## src/hw/burst_pkg.sv

```systemverilog
package burst_pkg;

   localparam int DATA_W  = 32;
   localparam int BYTES_W = 4;
   localparam int ADDR_W  = 16;
   localparam int LEN_W   = 9;

   localparam int SHIFT_W = $clog2(BYTES_W);  // byte lane select width
   localparam int WADDR_W = ADDR_W - SHIFT_W;

   typedef logic [DATA_W-1:0]  word_t;
   typedef logic [ADDR_W-1:0]  byte_addr_t;
   typedef logic [WADDR_W-1:0] word_addr_t;
   typedef logic [LEN_W-1:0]   beat_cnt_t;
   typedef logic [SHIFT_W-1:0] shift_t;  // (4 - addr mod 4) mod 4

   typedef struct packed {
      byte_addr_t byte_addr;
      beat_cnt_t  n_words;  // 1..255
   } cmd_t;

   typedef struct packed {
      word_addr_t word_addr;
      beat_cnt_t  n_beats;
   } mem_req_t;

   typedef enum logic [1:0] {
      ST_IDLE,
      ST_REQ,
      ST_PRIME,
      ST_STREAM
   } ctrl_state_e;

endpackage
```

## src/hw/burst_read_top.sv

```systemverilog
module burst_read_top (
   input  logic                 clk_i,
   input  logic                 rst_i,

   input  logic                 cmd_valid_i,
   input  burst_pkg::cmd_t      cmd_i,
   output logic                 cmd_ready_o,

   output logic                 mem_req_valid_o,
   output burst_pkg::mem_req_t  mem_req_o,
   input  logic                 mem_req_ready_i,

   input  logic                 mem_data_valid_i,
   input  burst_pkg::word_t     mem_data_i,
   output logic                 mem_data_ready_o,

   output logic                 out_valid_o,
   output burst_pkg::word_t     out_data_o,
   output logic                 out_last_o,
   input  logic                 out_ready_i
);

   burst_pkg::shift_t    shift;
   burst_pkg::beat_cnt_t cnt_val;
   logic                 beat_take;
   logic                 cnt_load;
   logic                 cnt_last;

   burst_ctrl u_ctrl (
      .clk_i            (clk_i),
      .rst_i            (rst_i),
      .cmd_valid_i      (cmd_valid_i),
      .cmd_i            (cmd_i),
      .cmd_ready_o      (cmd_ready_o),
      .mem_req_valid_o  (mem_req_valid_o),
      .mem_req_o        (mem_req_o),
      .mem_req_ready_i  (mem_req_ready_i),
      .mem_data_valid_i (mem_data_valid_i),
      .mem_data_ready_o (mem_data_ready_o),
      .out_ready_i      (out_ready_i),
      .out_valid_o      (out_valid_o),
      .out_last_o       (out_last_o),
      .shift_o          (shift),
      .beat_take_o      (beat_take),
      .cnt_load_o       (cnt_load),
      .cnt_val_o        (cnt_val),
      .cnt_last_i       (cnt_last)
   );

   beat_counter u_cnt (
      .clk_i      (clk_i),
      .rst_i      (rst_i),
      .load_i     (cnt_load),
      .load_val_i (cnt_val),
      .dec_i      (beat_take),
      .last_o     (cnt_last)
   );

   burst_split u_split (
      .clk_i       (clk_i),
      .rst_i       (rst_i),
      .shift_i     (shift),
      .beat_i      (mem_data_i),
      .beat_take_i (beat_take),
      .data_o      (out_data_o)
   );

endmodule

```

## src/hw/burst_ctrl.sv

```systemverilog
module burst_ctrl (
   input  logic                  clk_i,
   input  logic                  rst_i,

   input  logic                  cmd_valid_i,
   input  burst_pkg::cmd_t       cmd_i,
   output logic                  cmd_ready_o,

   output logic                  mem_req_valid_o,
   output burst_pkg::mem_req_t   mem_req_o,
   input  logic                  mem_req_ready_i,

   input  logic                  mem_data_valid_i,
   output logic                  mem_data_ready_o,

   input  logic                  out_ready_i,
   output logic                  out_valid_o,
   output logic                  out_last_o,

   output burst_pkg::shift_t     shift_o,
   output logic                  beat_take_o,
   output logic                  cnt_load_o,
   output burst_pkg::beat_cnt_t  cnt_val_o,
   input  logic                  cnt_last_i
);

   burst_pkg::ctrl_state_e state_q;
   burst_pkg::ctrl_state_e state_d;
   burst_pkg::cmd_t        cmd_q;
   burst_pkg::shift_t      offset;
   logic                   cmd_ready_q;
   logic                   cmd_take;
   logic                   req_take;
   logic                   in_stream;

   assign cmd_take  = cmd_valid_i && cmd_ready_o;
   assign req_take  = mem_req_valid_o && mem_req_ready_i;
   assign in_stream = (state_q == burst_pkg::ST_STREAM);

   // byte offset inside the first word
   assign offset = cmd_q.byte_addr[burst_pkg::SHIFT_W-1:0];

   assign mem_req_o.word_addr = cmd_q.byte_addr[burst_pkg::ADDR_W-1:burst_pkg::SHIFT_W];
   assign mem_req_o.n_beats   = cmd_q.n_words + burst_pkg::beat_cnt_t'(offset != '0);
   assign shift_o = burst_pkg::shift_t'(3'(burst_pkg::BYTES_W) - {1'b0, offset});

   assign cmd_ready_o     = cmd_ready_q;
   assign mem_req_valid_o = (state_q == burst_pkg::ST_REQ);
   assign cnt_load_o      = req_take;
   assign cnt_val_o       = mem_req_o.n_beats;

   always_comb begin
      case (state_q)
         burst_pkg::ST_PRIME:  mem_data_ready_o = 1'b1;
         burst_pkg::ST_STREAM: mem_data_ready_o = out_ready_i;
         default:              mem_data_ready_o = 1'b0;
      endcase
   end

   assign beat_take_o = mem_data_valid_i && mem_data_ready_o;
   assign out_valid_o = in_stream && mem_data_valid_i;
   assign out_last_o  = in_stream && cnt_last_i;

   always_comb begin
      state_d = state_q;
      case (state_q)
         burst_pkg::ST_IDLE: begin
            if (cmd_take) state_d = burst_pkg::ST_REQ;
         end
         burst_pkg::ST_REQ: begin
            if (req_take) begin
               state_d = (shift_o != '0) ? burst_pkg::ST_PRIME : burst_pkg::ST_STREAM;
            end
         end
         burst_pkg::ST_PRIME: begin
            if (beat_take_o) state_d = burst_pkg::ST_STREAM;  // first beat fills the store
         end
         default: begin
            if (beat_take_o && out_last_o) state_d = burst_pkg::ST_IDLE;
         end
      endcase
   end

   always_ff @(posedge clk_i or posedge rst_i) begin
      if (rst_i) begin
         state_q     <= burst_pkg::ST_IDLE;
         cmd_ready_q <= 1'b0;  // rises one cycle after reset
      end else begin
         state_q     <= state_d;
         cmd_ready_q <= (state_d == burst_pkg::ST_IDLE);
      end
   end

   always_ff @(posedge clk_i) begin
      if (cmd_take) begin
         cmd_q <= cmd_i;
      end
   end

endmodule

```

## src/hw/beat_counter.sv

```systemverilog
module beat_counter (
   input  logic                 clk_i,
   input  logic                 rst_i,

   input  logic                 load_i,
   input  burst_pkg::beat_cnt_t load_val_i,
   input  logic                 dec_i,

   output logic                 last_o
);

   burst_pkg::beat_cnt_t cnt_q;  // beats still to come

   always_ff @(posedge clk_i or posedge rst_i) begin
      if (rst_i) begin
         cnt_q <= '0;
      end else if (load_i) begin
         cnt_q <= load_val_i;
      end else if (dec_i && cnt_q != '0) begin
         cnt_q <= cnt_q - burst_pkg::beat_cnt_t'(1);
      end
   end

   assign last_o = (cnt_q == burst_pkg::beat_cnt_t'(1));

endmodule

```

## src/hw/burst_split.sv

```systemverilog
module burst_split (
   input  logic                  clk_i,
   input  logic                  rst_i,

   input  burst_pkg::shift_t     shift_i,
   input  burst_pkg::word_t      beat_i,
   input  logic                  beat_take_i,

   output burst_pkg::word_t      data_o
);

   // upper three bytes of the previous beat
   logic [burst_pkg::DATA_W-9:0] store_q;

   always_ff @(posedge clk_i or posedge rst_i) begin
      if (rst_i) begin
         store_q <= '0;
      end else if (beat_take_i) begin
         store_q <= beat_i[burst_pkg::DATA_W-1:8];
      end
   end

   // low bytes of the output come from the store, high bytes from the beat
   always_comb begin
      data_o = beat_i;
      case (shift_i)
         2'd1: begin
            data_o = {beat_i[23:0], store_q[23:16]};  // addr mod 4 = 3
         end
         2'd2: begin
            data_o = {beat_i[15:0], store_q[23:8]};   // addr mod 4 = 2
         end
         2'd3: begin
            data_o = {beat_i[7:0], store_q[23:0]};    // addr mod 4 = 1
         end
         default: begin
            data_o = beat_i;                          // aligned pass through
         end
      endcase
   end

endmodule

```

## config.mk

```make
export PLATFORM = sky130hd
export DESIGN_NAME = burst_read_top
export DESIGN_NICKNAME = d
export VERILOG_FILES = /design/src/hw/burst_pkg.sv /design/src/hw/burst_read_top.sv /design/src/hw/burst_ctrl.sv /design/src/hw/beat_counter.sv /design/src/hw/burst_split.sv
export SDC_FILE = /design/constraint.sdc
export NUM_CORES = 1
export LEC_CHECK = 0
export BUFFER_PORTS_ARGS = -buffer_cell sky130_fd_sc_hd__buf_2
export CAP_MARGIN = 15
export CORE_UTILIZATION = 45
export DETAILED_ROUTE_END_ITERATION = 12
export PLACE_DENSITY = 0.77
export SYNTH_ARGS = -nofsm -noshare
export SYNTH_HDL_FRONTEND = slang
export SYNTH_SLANG_ARGS = --single-unit
```

## constraint.sdc

```tcl
create_clock -name clk_i -period 2.1 [get_ports clk_i]
set_input_delay 0 -clock clk_i [delete_from_list [all_inputs] [get_ports clk_i]]
set_output_delay 0 -clock clk_i [all_outputs]
set_load 0.01 [all_outputs]
```

== Word-level counts from Yosys, hierarchy flattened ==
Cells that the tools add are included.
Storage, ports and cells
  word-level logic and storage cells: 39
  register bits: 61
Cells by class
  multiplexer cells: 10
  eq/ne operators: 7
  add/subtract/negate cells: 3
  reduce and logical (&&, ||, !) cells: 13
Operator list (count)
  32-bit one-hot mux with 3 select lines: 1
  9-bit two-way mux: 2
  9-bit by 1-bit adder with 9-bit output: 1
  9-bit by 1-bit == test with 1-bit output, second input constant: 1
  9-bit nonzero test: 1
  9-bit by 1-bit subtractor with 9-bit output, second input constant: 1
  2-bit == test, second input constant: 4
  2-bit two-way mux: 4
  1-bit logical AND: 7
  2-bit one-hot mux with 3 select lines: 1
  2-bit nonzero test: 3
  2-bit by 1-bit == test with 1-bit output, second input constant: 2
  2-bit zero test: 2
  1-bit one-hot mux with 2 select lines: 1
  1-bit by 2-bit subtractor with 2-bit output, first input constant: 1
  1-bit two-way mux: 1

== Depth between registers and ports, before layout ==
Gate-level depths: netlist of run 1.
  depth in word-level cells: 7
  mapped depth: 9
  gate-level depth less buffers: 7

== By module ==
From an unflattened synthesis of run 1, not the netlist that was laid out.
Unflattened totals
  cell total of the unflattened synthesis: 253
  area, all modules: 3652.3 um^2
Modules (own cells, without submodules)
  burst_split: sequential area each 600.6 um^2, cells each 92, instances 1, area an instance 1725.4 um^2
  burst_ctrl: sequential area each 825.8 um^2, cells each 93, instances 1, area an instance 1307.5 um^2
  beat_counter: sequential area each 225.2 um^2, cells each 68, instances 1, area an instance 619.3 um^2

== Worst setup path before layout of run 1 ==
Ideal clock, no wire load.
  kind: flip-flop to flip-flop
  start point: register u_ctrl.cmd_q[9] in the netlist's numbering
  end point: register u_cnt.cnt_q[6]
  slack: 0.043 ns
  period minus slack after synthesis: 2.057 ns
  cell stages (with the launch flop): 9
  data arrival time: 1.933 ns
  path buffers: 2
  required time: 1.976 ns
  path through: edfxtp_1 buf_2 buf_1 or2_2 ha_1 ha_1 nand3_1 xnor2_1 a211o_1
RTL lines
  start: declaration: RTL line burst_ctrl.sv:29  | burst_pkg::cmd_t cmd_q;
  start signal: assignment: RTL line burst_ctrl.sv:96  | cmd_q <= cmd_i;
  end signal: assignment: RTL line beat_counter.sv:18  | cnt_q <= load_val_i;
  end signal: assignment: RTL line beat_counter.sv:20  | cnt_q <= cnt_q - burst_pkg::beat_cnt_t'(1);
  end: declaration: RTL line beat_counter.sv:12  | burst_pkg::beat_cnt_t cnt_q;

==> impl_results.rst, run 1 <==
.. list-table::
   :header-rows: 1

   * - Metric
     - Value
   * - Startpoint Class
     - flop
   * - Final-layout fill cell count
     - 558
   * - Post-layout instance count excluding filler cells
     - 503
   * - Avg WL per Cell
     - 16.3 µm
   * - Syn Inst Count
     - 237
   * - Setup TNS
     - 0 ns
   * - Share of flip-flops with an asynchronous set or reset after synthesis
     - 59.0%
   * - Max Cap Viol
     - 0
   * - CTS Buf Count
     - 9
   * - VDD IR-drop max
     - 542 µV
   * - Area contributors post-synth
     - dfrtp_1 (26%), edfxtp_1 (22%), mux4_2 (21%)
   * - Clock-pin slew on the worst setup and hold paths
     - 0.06 ns
   * - Remaining DRCs
     - 0
   * - Transition time of the tightest slew-check pin
     - 0.513 ns
   * - DRT iter0 DRCs
     - 79
   * - GR Layer Usage met2
     - 38.5%
   * - Primary flip-flop cell chosen by synthesis mapping
     - dfrtp_1
   * - Endpoint type of the worst setup path
     - output pin
   * - I/O pin total
     - 123
   * - First-pass DRT Iterations
     - 4
   * - Most used routing layer
     - met2
   * - Library cell occupying the most area in the post-synthesis netlist
     - dfrtp_1
   * - Die footprint
     - 7980 µm²
   * - N_diodes
     - 0
   * - Count of vias placed by the detailed router
     - 2663
   * - Detailed-route vias per instance
     - 5.29
   * - TritonCTS clock tree
     - built
   * - Number of rows created at floorplan
     - 31
   * - H-tree level count
     - 3
   * - Fin crit period
     - 1.94 ns
   * - Distinct cell type count of the synthesized netlist
     - 46
   * - Crit-path slowest cell
     - edfxtp_1
   * - Number of resized instances in the post-cts repair step
     - 0
   * - Share of final-layout standard cells stronger than drive strength 1
     - 51.7%
   * - Cell occurring most often along the worst timing path
     - ha_1
   * - Cell internal power dissipation
     - 2.87 mW
   * - Effective utilization at floorplan
     - 47.0%
   * - Minimum setup slack in the final design
     - 0.156 ns
   * - Clock root buffer master
     - clkbuf_8
   * - Portion of total power attributed to combinational logic
     - 32.3%
   * - Count of yosys warnings during synthesis
     - 0
   * - WP data required
     - 2.10 ns
   * - Fraction of power consumed by the clock network
     - 24.1%
   * - Number of cells on the worst hold path
     - 3
   * - Leading cell type in the layout, fill and taps excluded
     - buf_2
   * - Port bufs
     - 122
   * - Area inside the core boundary
     - 7290 µm²
   * - Gr usage total
     - 21.4%
   * - Leakage power
     - 2.02 nW
   * - R2R Setup Slk
     - 0.35 ns
   * - Height of the die
     - 89.3 µm
   * - Final non-filler cell area
     - 4740 µm²
   * - Hold worst-path end
     - u_ctrl.cmd_ready_o
   * - Net switching fraction of the power
     - 31.0%
   * - Mapped cell area
     - 3430 µm²
   * - Area fraction of the dominant cell type after synthesis
     - 26.3%
   * - Critical Path AT
     - 1.94 ns
   * - Worst-case setup slack after placement
     - 0.341 ns
   * - Number of synthesized flops with an enable pin
     - 25
   * - Hold Violations, Final
     - 0
   * - Delay of the slowest cell on the worst path
     - 0.38 ns
   * - Number of buffers between clock root and the deepest sink
     - 2
   * - Global-route wire length before repair
     - 12.8 mm
   * - Nets in the synthesized netlist
     - 304
   * - Cell-by-cell listing of the critical path
     - or2_2 > ha_1 > ha_1 > nand3_1 > xnor2_1 > buf_2
   * - Global route overflow
     - 0
   * - Number of antenna violations at the first check in global routing
     - 0
   * - Overall power of the completed layout
     - 4.16 mW
   * - Placed standard-cell area
     - 4050 µm²
   * - Origin of the worst min-delay path
     - cmd_valid_i
   * - Total placed cells including tap cells
     - 437
   * - Clock sink count
     - 61
   * - Width of the die
     - 89.3 µm
   * - Clock network latency to the later pin of the worst-skew pair
     - 0.33 ns
   * - Final-report setup violation count
     - 0
   * - HP Class
     - input pin to flop
   * - Remaining antenna violation count
     - 0
   * - Final #Nets
     - 466
   * - Met1 global-route usage
     - 24.6%
   * - Worst setup path class
     - flop to output pin
   * - Final critical-path share of the clock period
     - 92.6%
   * - Ratio of total power to cell area
     - 877 nW/µm²
   * - Met3 Usage GRT
     - 7.39%
   * - Max Clock Skew
     - 0.00475 ns
   * - Outcome
     - complete, no violations
   * - Sequential element share of the synthesized area
     - 48.1%
   * - Top library cells by usage in the layout, fill and taps aside
     - buf_2 (122), dlygate4sd3_1 (50), dfrtp_1 (36)
   * - Unrepaired setup endpoints after global routing
     - false
   * - Flop pwr share
     - 43.7%
   * - Post-DP HPWL
     - 5.46 mm
   * - Post-layout util
     - 65.0%
   * - Critical-path maximum fanout
     - 4
   * - Critical R2R Launch
     - u_cnt.cnt_q[0]
   * - Endpoint of the most critical register-to-register path
     - u_cnt.cnt_q[0]
   * - Pins Over Slew Limit
     - 0
   * - Average footprint of a synthesized cell
     - 14.5 µm²
   * - Worst reg-to-reg path cell count
     - 6
   * - Smallest hold slack
     - 0.108 ns
   * - Seq cells post-synth
     - 61
   * - Rel. slew slack
     - 65.8%
   * - Routed Wire Length
     - 8.22 mm
   * - Pin count of the biggest net entering global routing
     - 37
   * - Number of global-route vias before repair
     - 2779
   * - Global placement routability congestion
     - 0.868
   * - Net Sw Power
     - 1.29 mW
   * - Area Growth Syn to Fin
     - 38.1%
   * - Highest clock frequency the design can meet
     - 514 MHz
registers in the layout, summed over array words and instances (netlist names):
register	flops
u_split.store_q	24
u_ctrl.mem_req_o	14
u_ctrl.cmd_q	11
u_cnt.cnt_q	9
u_ctrl.state_q	2
u_ctrl.cmd_ready_o	1
worst max-delay path: cells and delay by family, from the launching register on:
kind | cells | cell delay (ns)
and+or+nand+nor | 2 | 0.45
DFF | 1 | 0.38
xor gates and xnor gates | 1 | 0.17
buffers and inverters | 1 | 0.19
adders and majority gates | 2 | 0.44
repair_timing:
action | in CTS | in global routing
setup buffers | 0 | 0
hold buffers | 50 | 0
hold endpoints to repair | 85 | 0
cell families (layout without fill, tap and decap cells):
family                     count (synthesis)  after routing  synth area share [%]
AOI/OAI and AO/OA                         22             22                  4.78
xor gates and xnor gates                   8              8                  2.04
adders and majority gates                  4              4                  1.46
buffers and inverters                     32            199                  5.47
DFF                                       61             61                  48.1
muxes                                     56             56                  28.9
and+or+nand+nor                           54             54                  9.23
power groups by stage:
stage / Clock [mW] / Sequential, mW / Combinational [mW]
2_1_floorplan: 0 / 1.72 / 0.941
3_3_place_gp: 0 / 1.80 / 1.23
3_5_place_dp: 0 / 1.83 / 1.26
4_1_cts: 1.04 / 1.80 / 1.33
5_1_grt: 1.08 / 1.86 / 1.46
6_report: 1.00 / 1.82 / 1.34
synth_stat cells, types with 2 or more instances:
master and count:
nor3_1 2, a211o_1 2, nand2_1 7, edfxtp_1 25
xor2_1 4, nand3_1 11, buf_2 9, buf_4 15
ha_1 4, nor2b_1 3, a21oi_1 4, inv_1 5
xnor2_1 4, and2_1 3, mux4_2 32, o311a_1 2
a21o_1 2, nor2_1 9, mux2_2 24, o21ai_1 2
and3_1 3, nand4_1 3, dfrtp_1 36, o211ai_1 2
nand2b_1 2, clkbuf_1 2
how the worst max path moves through the flow:
stage,startpoint,endpoint
3_3_place_gp,u_ctrl.state_q[0],u_ctrl.state_q[0]
3_5_place_dp,u_cnt.cnt_q[0],u_cnt.cnt_q[0]
2_1_floorplan,u_ctrl.cmd_q[9],u_cnt.cnt_q[6]
5_1_grt,u_ctrl.cmd_q[10],mem_req_o[8]
6_report,u_ctrl.cmd_q[10],mem_req_o[6]
4_1_cts,u_ctrl.cmd_q[10],mem_req_o[8]
layer usage:
layer | wire (µm) | vias up | part of all wire [%]
met1 | 3480 | 1294 | 42
met5 | 0 | - | 0
met2 | 4060 | 125 | 49
met3 | 624 | 5 | 7.6
met4 | 56 | 0 | 0.68
li1 | - | 1239 | -
area by class of cell:
type / count / area [µm²] / share of cell area [%]
timing repair buffer: 178 / 1160 / 24.4
clock buffer: 11 / 141 / 2.98
tap: 99 / 124 / 2.61
sequential: 61 / 1650 / 34.9
multi-input combinational: 144 / 1600 / 33.7
inverter: 5 / 18.8 / 0.396
clock inverter: 5 / 50.0 / 1.06
No activity file was read; power rests on OpenSTA's default activity.
==> run 2: changes to the inputs <==
--- a/config.mk
+++ b/config.mk
@@ -10,6 +10,7 @@
 export CORE_UTILIZATION = 45
 export DETAILED_ROUTE_END_ITERATION = 12
 export PLACE_DENSITY = 0.77
+export REMOVE_ABC_BUFFERS = 1
 export SYNTH_ARGS = -nofsm -noshare
 export SYNTH_HDL_FRONTEND = slang
 export SYNTH_SLANG_ARGS = --single-unit
==> run 2 against run 1 <==
Net effect:
- global-route usage decreased by 0.48 points
- sequential power about the same
- via count decreased by 0.53%
- first-iteration DRC count increased by 110%
- power decreased by 3.2%
- core utilization decreased by 0.17 points
- critical path depth increased by 1
- routed wire length decreased by 2.5%
- flip-flop and latch count unchanged
- sequential share of layout area increased by 0.092 points
- largest power group unchanged
==> impl_results.rst, run 2 (synthesis gave the netlist of run 1 again) <==
.. list-table::
   :header-rows: 1

   * - Metric
     - Value
   * - TritonCTS clock tree
     - built
   * - H-tree level count
     - 3
   * - DRT iter0 DRCs
     - 163
   * - Overall power of the completed layout
     - 4.02 mW
   * - Fin crit period
     - 1.91 ns
   * - Clock sink count
     - 61
   * - Flop pwr share
     - 44.9%
   * - Post-DP HPWL
     - 5.32 mm
   * - Avg WL per Cell
     - 15.9 µm
   * - Rel. slew slack
     - 64.7%
   * - Max Clock Skew
     - 0.00955 ns
   * - Number of antenna violations at the first check in global routing
     - 0
   * - WP data required
     - 2.10 ns
   * - Ratio of total power to cell area
     - 851 nW/µm²
   * - Unrepaired setup endpoints after global routing
     - false
   * - Number of buffers between clock root and the deepest sink
     - 2
   * - Final #Nets
     - 467
   * - I/O pin total
     - 123
   * - Cell-by-cell listing of the critical path
     - or2_2 > ha_1 > ha_2 > nand3_1 > nor2_1 > xor2_1 > buf_2
   * - Total placed cells including tap cells
     - 437
   * - VDD IR-drop max
     - 625 µV
   * - Height of the die
     - 89.3 µm
   * - Worst setup path class
     - flop to output pin
   * - Number of rows created at floorplan
     - 31
   * - Area Growth Syn to Fin
     - 37.7%
   * - Net Sw Power
     - 1.31 mW
   * - Number of cells on the worst hold path
     - 3
   * - Hold Violations, Final
     - 0
   * - Pin count of the biggest net entering global routing
     - 37
   * - Critical Path AT
     - 1.91 ns
   * - Leakage power
     - 2.00 nW
   * - Net switching fraction of the power
     - 32.6%
   * - Top library cells by usage in the layout, fill and taps aside
     - buf_2 (122), dlygate4sd3_1 (50), dfrtp_1 (36)
   * - Area inside the core boundary
     - 7290 µm²
   * - N_diodes
     - 0
   * - Port bufs
     - 122
   * - Final-report setup violation count
     - 0
   * - First-pass DRT Iterations
     - 4
   * - Clock network latency to the later pin of the worst-skew pair
     - 0.33 ns
   * - Pins Over Slew Limit
     - 0
   * - Post-layout instance count excluding filler cells
     - 504
   * - Die footprint
     - 7980 µm²
   * - Endpoint type of the worst setup path
     - output pin
   * - Transition time of the tightest slew-check pin
     - 0.530 ns
   * - Clock root buffer master
     - clkbuf_8
   * - Origin of the worst min-delay path
     - mem_data_valid_i
   * - Worst reg-to-reg path cell count
     - 8
   * - Final critical-path share of the clock period
     - 90.9%
   * - Share of final-layout standard cells stronger than drive strength 1
     - 51.9%
   * - Critical-path maximum fanout
     - 4
   * - Number of flip-flops in the largest register
     - 24
   * - Remaining antenna violation count
     - 0
   * - Global route overflow
     - 0
   * - Routed Wire Length
     - 8.01 mm
   * - Largest Register
     - u_split.store_q
   * - Leading cell type in the layout, fill and taps excluded
     - buf_2
   * - Delay of the slowest cell on the worst path
     - 0.37 ns
   * - Outcome
     - complete, no violations
   * - Count of vias placed by the detailed router
     - 2649
   * - Critical R2R Launch
     - u_ctrl.cmd_q[10]
   * - Global-route wire length before repair
     - 12.2 mm
   * - Clock-pin slew on the worst setup and hold paths
     - 0.07 ns
   * - Startpoint Class
     - flop
   * - Global placement routability congestion
     - 0.926
   * - Highest clock frequency the design can meet
     - 524 MHz
   * - R2R Setup Slk
     - 0.33 ns
   * - Portion of total power attributed to combinational logic
     - 32.9%
   * - Max Cap Viol
     - 0
   * - Crit-path slowest cell
     - edfxtp_1
   * - Setup TNS
     - 0 ns
   * - Gr usage total
     - 21.0%
   * - Smallest hold slack
     - 0.152 ns
   * - Endpoint of the most critical register-to-register path
     - u_cnt.cnt_q[8]
   * - Number of global-route vias before repair
     - 2640
   * - Detailed-route vias per instance
     - 5.26
   * - HP Class
     - input pin to flop
   * - CTS Buf Count
     - 9
   * - Fraction of power consumed by the clock network
     - 22.2%
   * - Hold worst-path end
     - u_ctrl.state_q[0]
   * - Effective utilization at floorplan
     - 47.0%
   * - Cell internal power dissipation
     - 2.71 mW
   * - Width of the die
     - 89.3 µm
   * - Remaining DRCs
     - 0
## run 2: repair_timing
| action | 4_1_cts | 5_1_grt |
|---|---|---|
| hold buffers | 50 | 0 |
| resized for setup | 0 | 1 |
| setup buffers | 0 | 1 |
| hold endpoints to repair | 85 | 0 |
| endpoints found under the setup margin | 0 | 1 |
## run 2: critical path, delay by kind of cell, from the launching register on
kind	cells	cell delay [ns]
and+or+nand+nor	3	0.45
adders and majority gates	2	0.40
DFF	1	0.37
xor gates and xnor gates	1	0.19
buffers and inverters	1	0.16
## run 2: metal layers
layer	vias up	track usage, %	wire length [µm]
met3	11	4.43	347
met1	1311	23.1	3140
met4	0	8.66	129
li1	1237	-	-
met5	-	0	0
met2	90	39.1	4400
## run 2: power by group through the flow
stage / sequential (mW) / combinational [mW] / clock [mW]
final: 1.81 / 1.32 / 0.892
after CTS: 1.80 / 1.32 / 0.916
after global routing: 1.85 / 1.44 / 0.970
after floorplan: 1.75 / 0.889 / 0
after detailed placement: 1.82 / 1.25 / 0
after global placement: 1.80 / 1.21 / 0
## run 2: worst max-delay path by stage
stage               cells past startpoint                end  slack [ns]              start
floorplan                               7     u_cnt.cnt_q[8]       -0.53    u_ctrl.cmd_q[9]
global placement                        4  u_ctrl.state_q[0]        0.43  u_ctrl.state_q[0]
detailed placement                      6     u_cnt.cnt_q[0]        0.38     u_cnt.cnt_q[0]
CTS                                     7       mem_req_o[8]        0.15   u_ctrl.cmd_q[10]
global route                            7       mem_req_o[8]        0.03   u_ctrl.cmd_q[10]
finish                                  7       mem_req_o[8]        0.19   u_ctrl.cmd_q[10]
## run 2: final cells by class
| type | instances | area (µm²) |
|---|---|---|
| multi-input cells | 144 | 1600 |
| well taps | 99 | 124 |
| repair buffers | 179 | 1160 |
| flip-flops and latches | 61 | 1650 |
| fillers | 567 | 2570 |
| inverters | 5 | 18.8 |
| clock buffers | 10 | 128 |
| clock inverters | 6 | 41.3 |
## run 2: per-stage QoR
step	util [%]	worst slack (ns)	area [µm²]
floorplan	-	-0.532	3260
global placement	55.5	0.434	4050
detailed placement	55.5	0.378	4050
CTS	64.7	0.150	4710
global route	64.8	0.0315	4720
finish	64.8	0.190	4720
